<file path="src/rtl/xisog_pkg.sv">
package xisog_pkg;

    // toy CSIDH prime, field elements are kept fully reduced
    localparam int FIELD_BITS = 10;
    localparam logic [FIELD_BITS-1:0] FIELD_PRIME = FIELD_BITS'(419);

    typedef logic [FIELD_BITS-1:0] fe_t;

    // odd isogeny degrees 3 to 15
    localparam int DEGREE_BITS = 4;

    typedef enum logic [1:0] {
        FP_MUL = 2'b00,
        FP_ADD = 2'b01,
        FP_SUB = 2'b10
    } fp_op_t;

    // one double-and-add step per bit of the second operand
    localparam int MUL_CYCLES = FIELD_BITS;

endpackage

</file>
<file path="src/rtl/fp_alu.sv">
`timescale 1ns/1ps

module fp_alu (
    input  logic              clk,
    input  logic              rst,
    input  logic              fp_req,
    input  xisog_pkg::fp_op_t fp_op,
    input  xisog_pkg::fe_t    fp_a,
    input  xisog_pkg::fe_t    fp_b,
    output logic              fp_done,
    output xisog_pkg::fe_t    fp_result
);

    logic                                     mul_run;
    logic [$clog2(xisog_pkg::MUL_CYCLES)-1:0] mul_cnt;
    xisog_pkg::fe_t                           mul_a;
    xisog_pkg::fe_t                           mul_b;
    xisog_pkg::fe_t                           dbl;
    xisog_pkg::fe_t                           mul_next;

    function automatic xisog_pkg::fe_t mod_add(xisog_pkg::fe_t a, xisog_pkg::fe_t b);
        logic [xisog_pkg::FIELD_BITS:0] s;
        s = {1'b0, a} + {1'b0, b};
        if (s >= {1'b0, xisog_pkg::FIELD_PRIME}) begin
            s = s - {1'b0, xisog_pkg::FIELD_PRIME};
        end
        return s[xisog_pkg::FIELD_BITS-1:0];
    endfunction

    function automatic xisog_pkg::fe_t mod_sub(xisog_pkg::fe_t a, xisog_pkg::fe_t b);
        xisog_pkg::fe_t d;
        // wraps modulo 2^FIELD_BITS, adding p brings it back in range
        d = a - b;
        if (a < b) begin
            d = d + xisog_pkg::FIELD_PRIME;
        end
        return d;
    endfunction

    // msb-first double and add, fp_result serves as the accumulator
    assign dbl      = mod_add(fp_result, fp_result);
    assign mul_next = mul_b[xisog_pkg::FIELD_BITS-1] ? mod_add(dbl, mul_a) : dbl;

    always_ff @(posedge clk) begin
        if (rst) begin
            mul_run <= 1'b0;
            fp_done <= 1'b0;
        end else begin
            fp_done <= 1'b0;
            if (mul_run) begin
                if (int'(mul_cnt) == xisog_pkg::MUL_CYCLES - 1) begin
                    mul_run <= 1'b0;
                    fp_done <= 1'b1;
                end
            end else if (fp_req) begin
                mul_run <= (fp_op == xisog_pkg::FP_MUL);
                fp_done <= (fp_op != xisog_pkg::FP_MUL);
            end
        end
    end

    always_ff @(posedge clk) begin
        if (mul_run) begin
            fp_result <= mul_next;
            mul_b     <= mul_b << 1;
            mul_cnt   <= mul_cnt + 1'b1;
        end else if (fp_req) begin
            mul_a   <= fp_a;
            mul_b   <= fp_b;
            mul_cnt <= '0;
            case (fp_op)
                xisog_pkg::FP_ADD: fp_result <= mod_add(fp_a, fp_b);
                xisog_pkg::FP_SUB: fp_result <= mod_sub(fp_a, fp_b);
                default:           fp_result <= '0;
            endcase
        end
    end

    a_no_req_in_mul: assert property (@(posedge clk) disable iff (rst) mul_run |-> !fp_req)
        else $error("field request while a multiply runs");

    a_reduced: assert property (@(posedge clk) disable iff (rst)
        fp_done |-> fp_result < xisog_pkg::FIELD_PRIME)
        else $error("field result not reduced");

endmodule

</file>
<file path="src/rtl/xdbladd_seq.sv">
`timescale 1ns/1ps

module xdbladd_seq (
    input  logic              clk,
    input  logic              rst,
    input  logic              pt_req,
    input  logic              pt_add,
    input  xisog_pkg::fe_t    px, pz, qx, qz, dx, dz,
    input  xisog_pkg::fe_t    a24_num, a24_den,
    output logic              pt_done,
    output xisog_pkg::fe_t    rx, rz,
    output logic              fp_req,
    output xisog_pkg::fp_op_t fp_op,
    output xisog_pkg::fe_t    fp_a, fp_b,
    input  logic              fp_done,
    input  xisog_pkg::fe_t    fp_result
);

    typedef enum logic [3:0] {
        S_PX, S_PZ, S_QX, S_QZ, S_DX, S_DZ, S_AN, S_AD, S_T0, S_T1, S_T2, S_T3
    } src_t;

    typedef enum logic [2:0] {D_T0, D_T1, D_T2, D_T3, D_RX, D_RZ} dst_t;

    typedef struct packed {
        xisog_pkg::fp_op_t op;
        src_t              a;
        src_t              b;
        dst_t              d;
    } cmd_t;

    logic           running;
    logic           issue;
    logic           add_mode;
    logic [3:0]     step;
    cmd_t           cmd;
    xisog_pkg::fe_t tmp [4];
    xisog_pkg::fe_t src [12];

    assign src = '{px, pz, qx, qz, dx, dz, a24_num, a24_den, tmp[0], tmp[1], tmp[2], tmp[3]};

    always_comb begin
        if (add_mode) begin
            // u = (xP-zP)(xQ+zQ), v = (xP+zP)(xQ-zQ)
            case (step)
                4'd0:    cmd = '{xisog_pkg::FP_SUB, S_PX, S_PZ, D_T0};
                4'd1:    cmd = '{xisog_pkg::FP_ADD, S_QX, S_QZ, D_T1};
                4'd2:    cmd = '{xisog_pkg::FP_MUL, S_T0, S_T1, D_T0};
                4'd3:    cmd = '{xisog_pkg::FP_ADD, S_PX, S_PZ, D_T1};
                4'd4:    cmd = '{xisog_pkg::FP_SUB, S_QX, S_QZ, D_T2};
                4'd5:    cmd = '{xisog_pkg::FP_MUL, S_T1, S_T2, D_T1};
                4'd6:    cmd = '{xisog_pkg::FP_ADD, S_T0, S_T1, D_T2};
                4'd7:    cmd = '{xisog_pkg::FP_SUB, S_T0, S_T1, D_T3};
                4'd8:    cmd = '{xisog_pkg::FP_MUL, S_T2, S_T2, D_T2};
                4'd9:    cmd = '{xisog_pkg::FP_MUL, S_T3, S_T3, D_T3};
                4'd10:   cmd = '{xisog_pkg::FP_MUL, S_DZ, S_T2, D_RX};
                default: cmd = '{xisog_pkg::FP_MUL, S_DX, S_T3, D_RZ};
            endcase
        end else begin
            // s = (x+z)^2 in t0, d = (x-z)^2 in t1
            case (step)
                4'd0:    cmd = '{xisog_pkg::FP_ADD, S_PX, S_PZ, D_T0};
                4'd1:    cmd = '{xisog_pkg::FP_SUB, S_PX, S_PZ, D_T1};
                4'd2:    cmd = '{xisog_pkg::FP_MUL, S_T0, S_T0, D_T0};
                4'd3:    cmd = '{xisog_pkg::FP_MUL, S_T1, S_T1, D_T1};
                4'd4:    cmd = '{xisog_pkg::FP_SUB, S_T0, S_T1, D_T2};
                4'd5:    cmd = '{xisog_pkg::FP_MUL, S_T0, S_T1, D_T3};
                4'd6:    cmd = '{xisog_pkg::FP_MUL, S_AD, S_T1, D_T0};
                4'd7:    cmd = '{xisog_pkg::FP_MUL, S_AN, S_T2, D_T1};
                4'd8:    cmd = '{xisog_pkg::FP_ADD, S_T0, S_T1, D_T0};
                4'd9:    cmd = '{xisog_pkg::FP_MUL, S_T2, S_T0, D_RZ};
                default: cmd = '{xisog_pkg::FP_MUL, S_AD, S_T3, D_RX};
            endcase
        end
    end

    assign fp_req = issue;
    assign fp_op  = cmd.op;
    assign fp_a   = src[cmd.a];
    assign fp_b   = src[cmd.b];

    always_ff @(posedge clk) begin
        if (rst) begin
            running  <= 1'b0;
            issue    <= 1'b0;
            add_mode <= 1'b0;
            step     <= '0;
            pt_done  <= 1'b0;
        end else begin
            issue   <= 1'b0;
            pt_done <= 1'b0;
            if (!running) begin
                if (pt_req) begin
                    running  <= 1'b1;
                    add_mode <= pt_add;
                    step     <= '0;
                    issue    <= 1'b1;
                end
            end else if (fp_done) begin
                if (step == (add_mode ? 4'd11 : 4'd10)) begin
                    running <= 1'b0;
                    pt_done <= 1'b1;
                end else begin
                    step  <= step + 1'b1;
                    issue <= 1'b1;
                end
            end
        end
    end

    always_ff @(posedge clk) begin
        if (running && fp_done) begin
            case (cmd.d)
                D_RX:    rx <= fp_result;
                D_RZ:    rz <= fp_result;
                default: tmp[cmd.d[1:0]] <= fp_result;
            endcase
        end
    end

    a_no_req_while_running: assert property (@(posedge clk) disable iff (rst)
        running |-> !pt_req)
        else $error("point request while a sequence runs");

endmodule

</file>
<file path="src/rtl/kernel_mult_store.sv">
`timescale 1ns/1ps

module kernel_mult_store (
    input  logic           clk,
    input  logic           rst,
    input  logic           load_k,
    input  logic           advance,
    input  xisog_pkg::fe_t kx, kz,
    input  xisog_pkg::fe_t wr_x, wr_z,
    output xisog_pkg::fe_t cur_x, cur_z,
    output xisog_pkg::fe_t prev_x, prev_z
);

    xisog_pkg::fe_t m_x [3];
    xisog_pkg::fe_t m_z [3];
    // slot of the current multiple, i mod 3
    logic [1:0]     idx;
    logic [1:0]     nxt_idx;
    logic [1:0]     prv_idx;

    assign nxt_idx = (idx == 2'd2) ? 2'd0 : idx + 2'd1;
    assign prv_idx = (idx == 2'd0) ? 2'd2 : idx - 2'd1;

    always_ff @(posedge clk) begin
        if (rst) begin
            idx <= 2'd1;
        end else if (load_k) begin
            idx <= 2'd1;
        end else if (advance) begin
            idx <= nxt_idx;
        end
    end

    always_ff @(posedge clk) begin
        if (load_k) begin
            m_x[1] <= kx;
            m_z[1] <= kz;
        end else if (advance) begin
            m_x[nxt_idx] <= wr_x;
            m_z[nxt_idx] <= wr_z;
        end
    end

    assign cur_x  = m_x[idx];
    assign cur_z  = m_z[idx];
    assign prev_x = m_x[prv_idx];
    assign prev_z = m_z[prv_idx];

    a_idx_mod3: assert property (@(posedge clk) disable iff (rst) idx != 2'd3)
        else $error("slot counter left the mod-3 range");

endmodule

</file>
<file path="src/rtl/isog_ctrl.sv">
`timescale 1ns/1ps

module isog_ctrl (
    input  logic                              clk,
    input  logic                              rst,
    input  logic                              start,
    input  logic [xisog_pkg::DEGREE_BITS-1:0] l,
    input  xisog_pkg::fe_t                    px, pz, kx, kz,
    output logic                              busy,
    output logic                              done,
    output xisog_pkg::fe_t                    px_new, pz_new,
    output logic                              pt_req,
    output logic                              pt_add,
    output xisog_pkg::fe_t                    pt_px, pt_pz, pt_qx, pt_qz, pt_dx, pt_dz,
    input  logic                              pt_done,
    input  xisog_pkg::fe_t                    rx, rz,
    input  logic                              sq_req,
    input  xisog_pkg::fp_op_t                 sq_op,
    input  xisog_pkg::fe_t                    sq_a, sq_b,
    output logic                              sq_done,
    output logic                              fp_req,
    output xisog_pkg::fp_op_t                 fp_op,
    output xisog_pkg::fe_t                    fp_a, fp_b,
    input  logic                              fp_done,
    input  xisog_pkg::fe_t                    fp_result,
    output logic                              load_k,
    output logic                              advance,
    input  xisog_pkg::fe_t                    cur_x, cur_z, prev_x, prev_z
);

    typedef enum logic [1:0] {ST_IDLE, ST_OP, ST_PT} state_t;

    typedef enum logic [3:0] {
        C_PX, C_PZ, C_MX, C_MZ, C_QX, C_QZ, C_T0, C_T1, C_T2, C_T3
    } src_t;

    typedef enum logic [2:0] {D_T0, D_T1, D_T2, D_T3, D_QX, D_QZ, D_PXN, D_PZN} dst_t;

    typedef struct packed {
        xisog_pkg::fp_op_t op;
        src_t              a;
        src_t              b;
        dst_t              d;
    } cmd_t;

    state_t                            state;
    logic                              issue;
    logic [3:0]                        step;
    logic [xisog_pkg::DEGREE_BITS-1:0] l_r;
    logic [xisog_pkg::DEGREE_BITS-1:0] i;
    logic                              last_mult;
    xisog_pkg::fe_t                    px_r, pz_r, kx_r, kz_r;
    xisog_pkg::fe_t                    qx, qz;
    xisog_pkg::fe_t                    tmp [4];
    xisog_pkg::fe_t                    src [10];
    cmd_t                              cmd;

    assign busy      = (state != ST_IDLE);
    assign load_k    = start && !busy;
    assign last_mult = (i == (l_r >> 1));

    // M[1] is doubled, later multiples come from M[i] + K with difference M[i-1]
    assign pt_add  = (i != (xisog_pkg::DEGREE_BITS)'(1));
    assign pt_px   = cur_x;
    assign pt_pz   = cur_z;
    assign pt_qx   = kx_r;
    assign pt_qz   = kz_r;
    assign pt_dx   = prev_x;
    assign pt_dz   = prev_z;
    assign advance = (state == ST_PT) && pt_done;

    assign src = '{px_r, pz_r, cur_x, cur_z, qx, qz, tmp[0], tmp[1], tmp[2], tmp[3]};

    // steps 0-9 consume M[i], steps 10-13 form the image point
    always_comb begin
        case (step)
            4'd0:    cmd = '{xisog_pkg::FP_SUB, C_PX, C_PZ, D_T0};
            4'd1:    cmd = '{xisog_pkg::FP_ADD, C_MX, C_MZ, D_T1};
            4'd2:    cmd = '{xisog_pkg::FP_MUL, C_T0, C_T1, D_T0};
            4'd3:    cmd = '{xisog_pkg::FP_ADD, C_PX, C_PZ, D_T1};
            4'd4:    cmd = '{xisog_pkg::FP_SUB, C_MX, C_MZ, D_T2};
            4'd5:    cmd = '{xisog_pkg::FP_MUL, C_T1, C_T2, D_T1};
            4'd6:    cmd = '{xisog_pkg::FP_ADD, C_T0, C_T1, D_T2};
            4'd7:    cmd = '{xisog_pkg::FP_SUB, C_T0, C_T1, D_T3};
            4'd8:    cmd = '{xisog_pkg::FP_MUL, C_QX, C_T2, D_QX};
            4'd9:    cmd = '{xisog_pkg::FP_MUL, C_QZ, C_T3, D_QZ};
            4'd10:   cmd = '{xisog_pkg::FP_MUL, C_QX, C_QX, D_QX};
            4'd11:   cmd = '{xisog_pkg::FP_MUL, C_QZ, C_QZ, D_QZ};
            4'd12:   cmd = '{xisog_pkg::FP_MUL, C_PX, C_QX, D_PXN};
            default: cmd = '{xisog_pkg::FP_MUL, C_PZ, C_QZ, D_PZN};
        endcase
    end

    // the point unit owns the field unit while a point operation runs
    always_comb begin
        if (state == ST_PT) begin
            fp_req = sq_req;
            fp_op  = sq_op;
            fp_a   = sq_a;
            fp_b   = sq_b;
        end else begin
            fp_req = issue;
            fp_op  = cmd.op;
            fp_a   = src[cmd.a];
            fp_b   = src[cmd.b];
        end
    end

    assign sq_done = (state == ST_PT) && fp_done;

    always_ff @(posedge clk) begin
        if (rst) begin
            state  <= ST_IDLE;
            issue  <= 1'b0;
            pt_req <= 1'b0;
            done   <= 1'b0;
            step   <= '0;
            i      <= '0;
        end else begin
            issue  <= 1'b0;
            pt_req <= 1'b0;
            done   <= 1'b0;
            case (state)
                ST_IDLE: begin
                    if (start) begin
                        state <= ST_OP;
                        step  <= '0;
                        i     <= (xisog_pkg::DEGREE_BITS)'(1);
                        issue <= 1'b1;
                    end
                end
                ST_OP: begin
                    if (fp_done) begin
                        if (step == 4'd9 && !last_mult) begin
                            state  <= ST_PT;
                            pt_req <= 1'b1;
                        end else if (step == 4'd13) begin
                            state <= ST_IDLE;
                            done  <= 1'b1;
                        end else begin
                            step  <= step + 1'b1;
                            issue <= 1'b1;
                        end
                    end
                end
                ST_PT: begin
                    if (pt_done) begin
                        state <= ST_OP;
                        step  <= '0;
                        i     <= i + 1'b1;
                        issue <= 1'b1;
                    end
                end
                default: state <= ST_IDLE;
            endcase
        end
    end

    always_ff @(posedge clk) begin
        if (load_k) begin
            l_r  <= l;
            px_r <= px;
            pz_r <= pz;
            kx_r <= kx;
            kz_r <= kz;
            qx   <= xisog_pkg::fe_t'(1);
            qz   <= xisog_pkg::fe_t'(1);
        end else if (state == ST_OP && fp_done) begin
            case (cmd.d)
                D_QX:    qx <= fp_result;
                D_QZ:    qz <= fp_result;
                D_PXN:   px_new <= fp_result;
                D_PZN:   pz_new <= fp_result;
                default: tmp[cmd.d[1:0]] <= fp_result;
            endcase
        end
    end

    a_odd_degree: assert property (@(posedge clk) disable iff (rst)
        (start && !busy) |-> (l[0] && l >= 3))
        else $error("degree must be odd and at least 3");

    // a new multiple from the point unit becomes the current slot of the store
    a_store_rotates: assert property (@(posedge clk) disable iff (rst)
        advance |=> (cur_x == $past(rx) && cur_z == $past(rz)))
        else $error("new multiple not visible in the store");

endmodule

</file>
<file path="src/rtl/xisog_top.sv">
`timescale 1ns/1ps

module xisog_top (
    input  logic                              clk,
    input  logic                              rst,
    input  logic                              start,
    input  logic [xisog_pkg::DEGREE_BITS-1:0] l,
    input  xisog_pkg::fe_t                    px, pz, kx, kz,
    input  xisog_pkg::fe_t                    a24_num, a24_den,
    output logic                              busy,
    output logic                              done,
    output xisog_pkg::fe_t                    px_new, pz_new
);

    logic              pt_req, pt_add, pt_done;
    xisog_pkg::fe_t    pt_px, pt_pz, pt_qx, pt_qz, pt_dx, pt_dz;
    xisog_pkg::fe_t    rx, rz;
    logic              sq_req, sq_done;
    xisog_pkg::fp_op_t sq_op;
    xisog_pkg::fe_t    sq_a, sq_b;
    logic              fp_req, fp_done;
    xisog_pkg::fp_op_t fp_op;
    xisog_pkg::fe_t    fp_a, fp_b, fp_result;
    logic              load_k, advance;
    xisog_pkg::fe_t    cur_x, cur_z, prev_x, prev_z;

    isog_ctrl i_ctrl (
        .clk(clk), .rst(rst), .start(start), .l(l),
        .px(px), .pz(pz), .kx(kx), .kz(kz),
        .busy(busy), .done(done), .px_new(px_new), .pz_new(pz_new),
        .pt_req(pt_req), .pt_add(pt_add),
        .pt_px(pt_px), .pt_pz(pt_pz), .pt_qx(pt_qx), .pt_qz(pt_qz),
        .pt_dx(pt_dx), .pt_dz(pt_dz), .pt_done(pt_done), .rx(rx), .rz(rz),
        .sq_req(sq_req), .sq_op(sq_op), .sq_a(sq_a), .sq_b(sq_b), .sq_done(sq_done),
        .fp_req(fp_req), .fp_op(fp_op), .fp_a(fp_a), .fp_b(fp_b),
        .fp_done(fp_done), .fp_result(fp_result),
        .load_k(load_k), .advance(advance),
        .cur_x(cur_x), .cur_z(cur_z), .prev_x(prev_x), .prev_z(prev_z)
    );

    xdbladd_seq i_point (
        .clk(clk), .rst(rst), .pt_req(pt_req), .pt_add(pt_add),
        .px(pt_px), .pz(pt_pz), .qx(pt_qx), .qz(pt_qz), .dx(pt_dx), .dz(pt_dz),
        .a24_num(a24_num), .a24_den(a24_den),
        .pt_done(pt_done), .rx(rx), .rz(rz),
        .fp_req(sq_req), .fp_op(sq_op), .fp_a(sq_a), .fp_b(sq_b),
        .fp_done(sq_done), .fp_result(fp_result)
    );

    kernel_mult_store i_store (
        .clk(clk), .rst(rst), .load_k(load_k), .advance(advance),
        .kx(kx), .kz(kz), .wr_x(rx), .wr_z(rz),
        .cur_x(cur_x), .cur_z(cur_z), .prev_x(prev_x), .prev_z(prev_z)
    );

    fp_alu i_alu (
        .clk(clk), .rst(rst), .fp_req(fp_req), .fp_op(fp_op),
        .fp_a(fp_a), .fp_b(fp_b), .fp_done(fp_done), .fp_result(fp_result)
    );

endmodule

</file>
<file path="config.mk">
export PLATFORM = sky130hd
export DESIGN_NAME = xisog_top
export DESIGN_NICKNAME = d
export VERILOG_FILES = /design/src/rtl/xisog_pkg.sv /design/src/rtl/fp_alu.sv /design/src/rtl/xdbladd_seq.sv /design/src/rtl/kernel_mult_store.sv /design/src/rtl/isog_ctrl.sv /design/src/rtl/xisog_top.sv
export SDC_FILE = /design/constraint.sdc
export NUM_CORES = 1
export LEC_CHECK = 0
export BUFFER_PORTS_ARGS = -buffer_cell sky130_fd_sc_hd__buf_4
export CAP_MARGIN = 0
export CELL_PAD_IN_SITES_DETAIL_PLACEMENT = 1
export CELL_PAD_IN_SITES_GLOBAL_PLACEMENT = 2
export CORE_AREA = 2 2 204 246
export DETAILED_ROUTE_END_ITERATION = 10
export DIE_AREA = 0 0 206 248
export PLACE_DENSITY_LB_ADDON = 0.1
export RECOVER_POWER = 50
export SLEW_MARGIN = 20
export SYNTH_ARGS = -nofsm -noshare
export SYNTH_HDL_FRONTEND = slang
export SYNTH_SLANG_ARGS = --single-unit
export TNS_END_PERCENT = 1
</file>
<file path="constraint.sdc">
create_clock -name clk -period 5.13 [get_ports clk]
set_input_delay 0.2565 -clock clk [delete_from_list [all_inputs] [get_ports clk]]
set_output_delay 0.2565 -clock clk [all_outputs]
set_load 0.02 [all_outputs]
</file>
======== Yosys cells after proc, flatten, opt, wreduce, memory -nomap -nowiden ========
Memories as Yosys holds them, arrays and structs flattened. A register that Yosys moved wholly into a read port is not among the register bits.
Cells that the tools add are included.
word-level totals
  memory bits (writable) .................. 140
  input bits .............................. 67
  bits in read-only memories .............. 576
  word-level logic and storage cells ...... 231
  memories ................................ 7
  output and inout bits ................... 22
  bits in registers ....................... 163
cells by class
  add/subtract/negate cells ............... 14
  eq/ne operators ......................... 25
  bitwise logic cells ..................... 10
  reductions and logical operators ........ 37
  mux-type cells .......................... 100
  order comparisons ....................... 8
memories
  name             depth  bits a word  rd ports  clocked after Yosys merged registers in  wr ports  RTL line                 text
  (no name shown)  16     12           1         1                                        0         isog_ctrl.sv:76          case (step)
  (no name shown)  16     12           1         1                                        0         xdbladd_seq.sv:45        case (step)
  (no name shown)  16     12           1         1                                        0         xdbladd_seq.sv:61        case (step)
  i_ctrl.tmp       4      10           4         0                                        1         isog_ctrl.sv:54          xisog_pkg::fe_t tmp [4];
  i_point.tmp      4      10           4         0                                        1         xdbladd_seq.sv:37        xisog_pkg::fe_t tmp [4];
  i_store.m_x      3      10           2         1                                        1         kernel_mult_store.sv:14  xisog_pkg::fe_t m_x [3];
  1 more memories  n/a    n/a          n/a       n/a                                      n/a       n/a
operators with widths
  kind                                                   count
  2-to-1 mux 10 bit                                      21
  binary-select mux 10 bit (select 4 bit)                4
  2-to-1 mux 4 bit                                       19
  2-to-1 mux 1 bit                                       36
  adder 10 x 10 -> 11 bit                                3
  >= comparator 11 x 9 -> 1 bit (second input constant)  3
  subtractor 10 x 9 -> 10 bit (second input constant)    3
  2-to-1 mux 2 bit                                       14
  >= comparator 5 bit (second input constant)            4
  inverter 4 -> 5 bit                                    4
  case mux 10 bit (2 select lines)                       1
  OR reduction 10 bit                                    2
  equality test 3 bit (second input constant)            6
  adder 4 x 1 -> 4 bit (second input constant)           4
  2-to-1 mux 13 bit                                      1
  equality test 4 bit (second input constant)            3
  case mux 4 bit (3 select lines)                        1
  AND reduction 2 bit                                    6
  AND reduction 3 bit                                    4
  adder 10 x 9 -> 10 bit (second input constant)         1
  less-than comparator 10 bit                            1
  nonzero test 2 bit                                     5
  subtractor 10 bit                                      1
  != test 2 bit (second input constant)                  4
  other kinds (22)                                       43

======== Logic depth before layout (Yosys ltp) ========
An unclocked memory read counts as a cell.
  word-level depth ........................ 13
  gate-level depth with buffers ........... 22

======== Hierarchy ========
From an unflattened synthesis, not the netlist that was laid out.
unflattened totals
  cell total of the unflattened synthesis .. 1,510
  area, all modules ....................... 18,835.6 um^2
by module, submodules not included
  module             cells each  seq. area each (um^2)  times used  area each (um^2)
  isog_ctrl          501         3,993.8                1           6,986.7
  xdbladd_seq        312         2,422.3                1           4,698.3
  fp_alu             465         1,051.0                1           4,038.9
  kernel_mult_store  232         1,881.8                1           3,111.7

======== Worst setup path before layout ========
OpenSTA, ideal clock, no wires.
  path kind ............................... flip-flop to flip-flop
  start ................................... register i_store.idx[0]
  end ..................................... register i_alu.fp_result[7] (data pin)
  path slack .............................. 327 ps
  stages on the path, launching flop included .. 21
  period minus slack after synthesis ...... 4,803 ps
  library setup time ...................... 265 ps
  path buffers ............................ 1
  arrival ................................. 4,538 ps
  cells stage by stage .................... dfxtp_1 -> inv_1 -> ha_1 -> clkbuf_1 -> mux4_2 -> a211oi_1 -> a21oi_1 -> a22o_1 -> nand2_1 -> o21a_1 -> ha_1 -> inv_1 -> fa_1 -> nor2b_1 -> o21a_1 -> o32a_1 -> a221o_1 -> a21oi_2 -> xnor2_1 -> a32o_1 -> or3_1
on the way
  cells in the longest elaborated chain, start to end .. 13
ends and longest elaborated chain
  item                                                                 RTL line                              text
  start, declared                                                      kernel_mult_store.sv:17               logic [1:0] idx;
  start signal, assigned                                               kernel_mult_store.sv:30               idx <= nxt_idx;
  subtractor 2 x 1 -> 2 bit / zero test 2 bit (equally long branches)  kernel_mult_store.sv:22               assign prv_idx = (idx == 2'd0) ? 2'd2 : idx - 2'd1;
  2-to-1 mux 2 bit (*)                                                 kernel_mult_store.sv:22
  memory read (3 x 10 bit) (on tied branches)                          n/a
  binary-select mux 10 bit (select 4 bit) (on tied branches)           xdbladd_seq.sv:79, xdbladd_seq.sv:80
  2-to-1 mux 10 bit (on tied branches) (2 in series)                   xdbladd_seq.sv:79, xdbladd_seq.sv:80
  2-to-1 mux 10 bit                                                    isog_ctrl.sv:96                       if (state == ST_PT) begin
  subtractor 10 bit / adder 10 x 10 -> 11 bit (equally long branches)  fp_alu.sv:33, fp_alu.sv:23
  adder 10 x 9 -> 10 bit (tied with other cells)                       fp_alu.sv:35                          d = d + xisog_pkg::FIELD_PRIME;
  2-to-1 mux 10 bit (on tied branches)                                 fp_alu.sv:34, fp_alu.sv:24
  case mux 10 bit (2 select lines) (*)                                 fp_alu.sv:71                          case (fp_op)
  2-to-1 mux 10 bit (*)                                                fp_alu.sv:67                          end else if (fp_req) begin
  2-to-1 mux 10 bit (*)                                                fp_alu.sv:63                          if (mul_run) begin
  end signal, assigned                                                 fp_alu.sv:64                          fp_result <= mul_next;
  end signal, assigned                                                 fp_alu.sv:72                          xisog_pkg::FP_ADD: fp_result <= mod_add(fp_a, fp_b);
  end signal, assigned                                                 fp_alu.sv:73                          xisog_pkg::FP_SUB: fp_result <= mod_sub(fp_a, fp_b);
  end, declared                                                        fp_alu.sv:11                          output xisog_pkg::fe_t fp_result
Every way passes the cells marked *; elsewhere a longest branch is shown, timed or not. The select of a mux whose other input is x is not followed.
A chain may end at the register's enable or synchronous reset.

======== Worst setup path after layout ========
Same ends and word-level chain as after synthesis.

==> flow_metrics.tcl <==
set metrics [dict create \
    slew_headroom_pct 16.7 \
    path_depth 19 \
    tns_ps 0 \
    yosysMostFrequentCell "edfxtp_1" \
    seq_area_frac_synth_pct 49.8 \
    portBuffers 87 \
    timing.rr.start "i_store.idx[0]$_SDFFE_PP1P_" \
    numCtsBuffers 39 \
    crit_family "compound AO/OA/AOI/OAI gates" \
    drc 0 \
    antenna_cells 0 \
    grt_max_degree 39 \
    clock_skew_ps 19.8 \
    drive_gt1_share_pct 22.7 \
    synth_top_area_cell "edfxtp_1" \
    grt_setup_unrepaired "true" \
    setup_violations 0 \
    vias 13410 \
    min_period_ps 4930 \
    clock_latency_ps 580 \
    async_flop_share_pct 0 \
    rr_worst_depth 19 \
    clock-sinks 339 \
    nets 1885 \
    ys_types 100 \
    cts_tree "built" \
    critPathLaunchType "flip-flop" \
    slew_violations 0 \
    ant_nets 0 \
    synth-edff-count 256 \
    synthTopCellsByCount "edfxtp_1, nand2_1, mux2i_1, nor2_1, o21ai_0" \
    required_ps 5450 \
    place_congestion 0.818 \
    cts.htree.levels 2 \
    reg2reg_to "i_alu.fp_result[7]$_DFFE_PP_" \
    yosysWarnings 0 \
    r2r_slack_ps 200 \
    tightestPinTransition_ps 1250 \
    die_h_um 248 \
    avgSynthCellArea_um2 12.0 \
    min_from "rst" \
    path_max_fanout 5 \
    crit_chain "inv_1 > ha_2 > mux4_2 > a211oi_1 > a21oi_1 > a22o_1 > nand2_1 > o21a_1 > ha_1 > inv_1 > fa_1 > nor2b_1 > o21a_1 > o32a_1 > a221o_1 > a21oi_2 > xnor2_1 > a32o_1 > or3_1" \
    power_density_nw_per_um2 383 \
    critPathKind "flip-flop to flip-flop" \
    routed_wl_um 56500 \
    grt-ovfl-total 0 \
    synth_ff_type "edfxtp_1" \
    placed_cells 2303 \
    hold_end "i_ctrl.i[1]$_SDFFE_PP0P_" \
    via_per_inst 5.55 \
    syn_inst 1561 \
    core-area_um2 48800 \
    start_util_pct 38.5 \
    outcome "completed" \
    syn_nets 1692 \
    path_clk_slew_ps 60 \
    finalHoldViolCount 0 \
    p_leak_uw 0.00854 \
    worst_path_max_delay_cell "mux4_2" \
    antenna_found_initial 0 \
    arrival_ps 5250 \
    period_share_pct 96.1 \
    drtPass1Iterations 5 \
    cts.path.max_buffers 3 \
    track_usage_pct 22.8 \
    finalPower_uw 8620 \
    hpwl_um 42500 \
    vdd_drop_max_v 0.000256 \
    root_buffer "clkbuf_16" \
    grt_pass1_vias 14409 \
    dieWidth_um 206 \
    finalNonFillerCells 2418 \
    synth_area_um2 18800 \
    num_rows 89 \
    max_stage_delay_ps 510 \
    io_pins 89 \
    critPathBufInv 2 \
    fin_util_pct 46.1 \
    post_drt_wl_per_cell_um 23.3 \
    drt-initial-drc-count 616 \
    nFillCells 5110 \
    drv_cap 0 \
    holdCritPathClass "primary input to flip-flop" \
    synth.area.top_cells "edfxtp_1, mux4_2, dfxtp_1" \
    fmax_ghz 0.203 \
    synth_top_area_share_pct 41.0 \
    synth_seq_cells 339 \
    area_delta_synth_final_pct 19.9 \
    cp-end-kind "flip-flop" \
    holdPathStages 2 \
    die_area_um2 51100 \
    grt_pass1_wl_um 87300 \
]
stage by stage:
step / hold slack, ps / cell area, um^2 / setup WS, ps
final: 58.0 / 22500 / 200
after detailed placement: 436 / 20800 / -45.5
after floorplan: 355 / 18800 / 327
after global routing: 39.6 / 22500 / -11.0
after CTS: 19.2 / 22500 / 0.120
after global placement: 435 / 20800 / 110
metal layers:
metal	share of wire (%)	GRT usage, %
met5	0	0
met3	3.6	3.34
met1	42	28.5
met4	3.3	8.47
met2	51	40.0
repair_timing:
| item | 4_1_cts | 5_1_grt |
|---|---|---|
| hold buffers | 44 | 0 |
| resized for setup | 2 | 27 |
| pin swaps | 0 | 1 |
| endpoints found under the setup margin | 1 | 10 |
| gates cloned | 0 | 1 |
| setup buffers | 0 | 2 |
| endpoints found under the hold margin | 47 | 0 |
report_power, final:
group | internal [uW] | switching (uW) | leakage (uW)
clock network | 1570 | 1170 | 0.000587
logic | 1110 | 1590 | 0.00492
registers | 3120 | 64.5 | 0.00303
total | 5800 | 2820 | 0.00854
cell usage in the layout (no fill, tap or decap), drive strengths merged, types with 5 or more instances in the layout:
cell,count
inv,62
and3,11
o21bai,5
buf,140
nor4,5
clkbuf,103
a21o,23
nor2,102
mux2,30
nor3,28
o211ai,12
a22oi,12
mux2i,102
nand2b,11
o31ai,7
clkinv,10
o221ai,8
mux4,81
nand3,41
edfxtp,256
or2,10
and2,11
ha,61
dlygate4sd3,44
o21ai,95
nor2b,14
a211oi,31
a31oi,8
xnor2,32
o22ai,9
nand2,153
a21oi,68
o21a,8
or3,9
a22o,6
dfxtp,83
xor2,18
state kept, by name, summed over array words and instances, names as in the netlist, 10 cells and up, named ones only:
register and cells:
i_ctrl.tmp 40, i_point.tmp 40, i_store.m_x 30, i_store.m_z 30
i_ctrl.cmd 12, i_alu.fp_result 10, i_alu.mul_a 10, i_alu.mul_b 10
i_ctrl.pt_qx 10, i_ctrl.pt_qz 10, i_ctrl.px_new 10, i_ctrl.px_r 10
i_ctrl.pz_new 10, i_ctrl.pz_r 10, i_ctrl.qx 10, i_ctrl.qz 10
i_point.rx 10, i_point.rz 10
area by class of cell:
type	instances	area [um^2]	area share [%]
tap	637	797	3.54
clock buffer	51	1020	4.54
timing repair buffer	236	1980	8.79
multi-input combinational	1079	8920	39.7
sequential	339	9350	41.6
clock inverter	17	198	0.879
inverter	59	224	0.996
worst max path at each step:
stage                                        from                           end  slack (ps)
global placement                        flip-flop  i_alu.fp_result[0]$_DFFE_PP_         110
detailed placement                      flip-flop  i_alu.fp_result[0]$_DFFE_PP_         -50
floorplan             i_store.idx[0]$_SDFFE_PP1P_  i_alu.fp_result[7]$_DFFE_PP_         330
finish                i_store.idx[0]$_SDFFE_PP1P_  i_alu.fp_result[7]$_DFFE_PP_         200
CTS                 i_point.add_mode$_SDFFE_PP0P_  i_alu.fp_result[0]$_DFFE_PP_         0.1
global route        i_point.add_mode$_SDFFE_PP0P_  i_alu.fp_result[4]$_DFFE_PP_         -10
logic make-up after synthesis:
| family | count (synthesis) | synth area share [%] |
|---|---|---|
| XOR/XNOR | 51 | 2.67 |
| flip-flops | 339 | 49.8 |
| multiplexers | 213 | 17.0 |
| adder cells (fa/ha/maj) | 64 | 4.39 |
| buffers and inverters | 143 | 3.34 |
| AO/OA/AOI/OAI | 339 | 12.5 |
| AND/OR/NAND/NOR | 412 | 10.3 |
No activity file was read; power rests on OpenSTA's default activity.
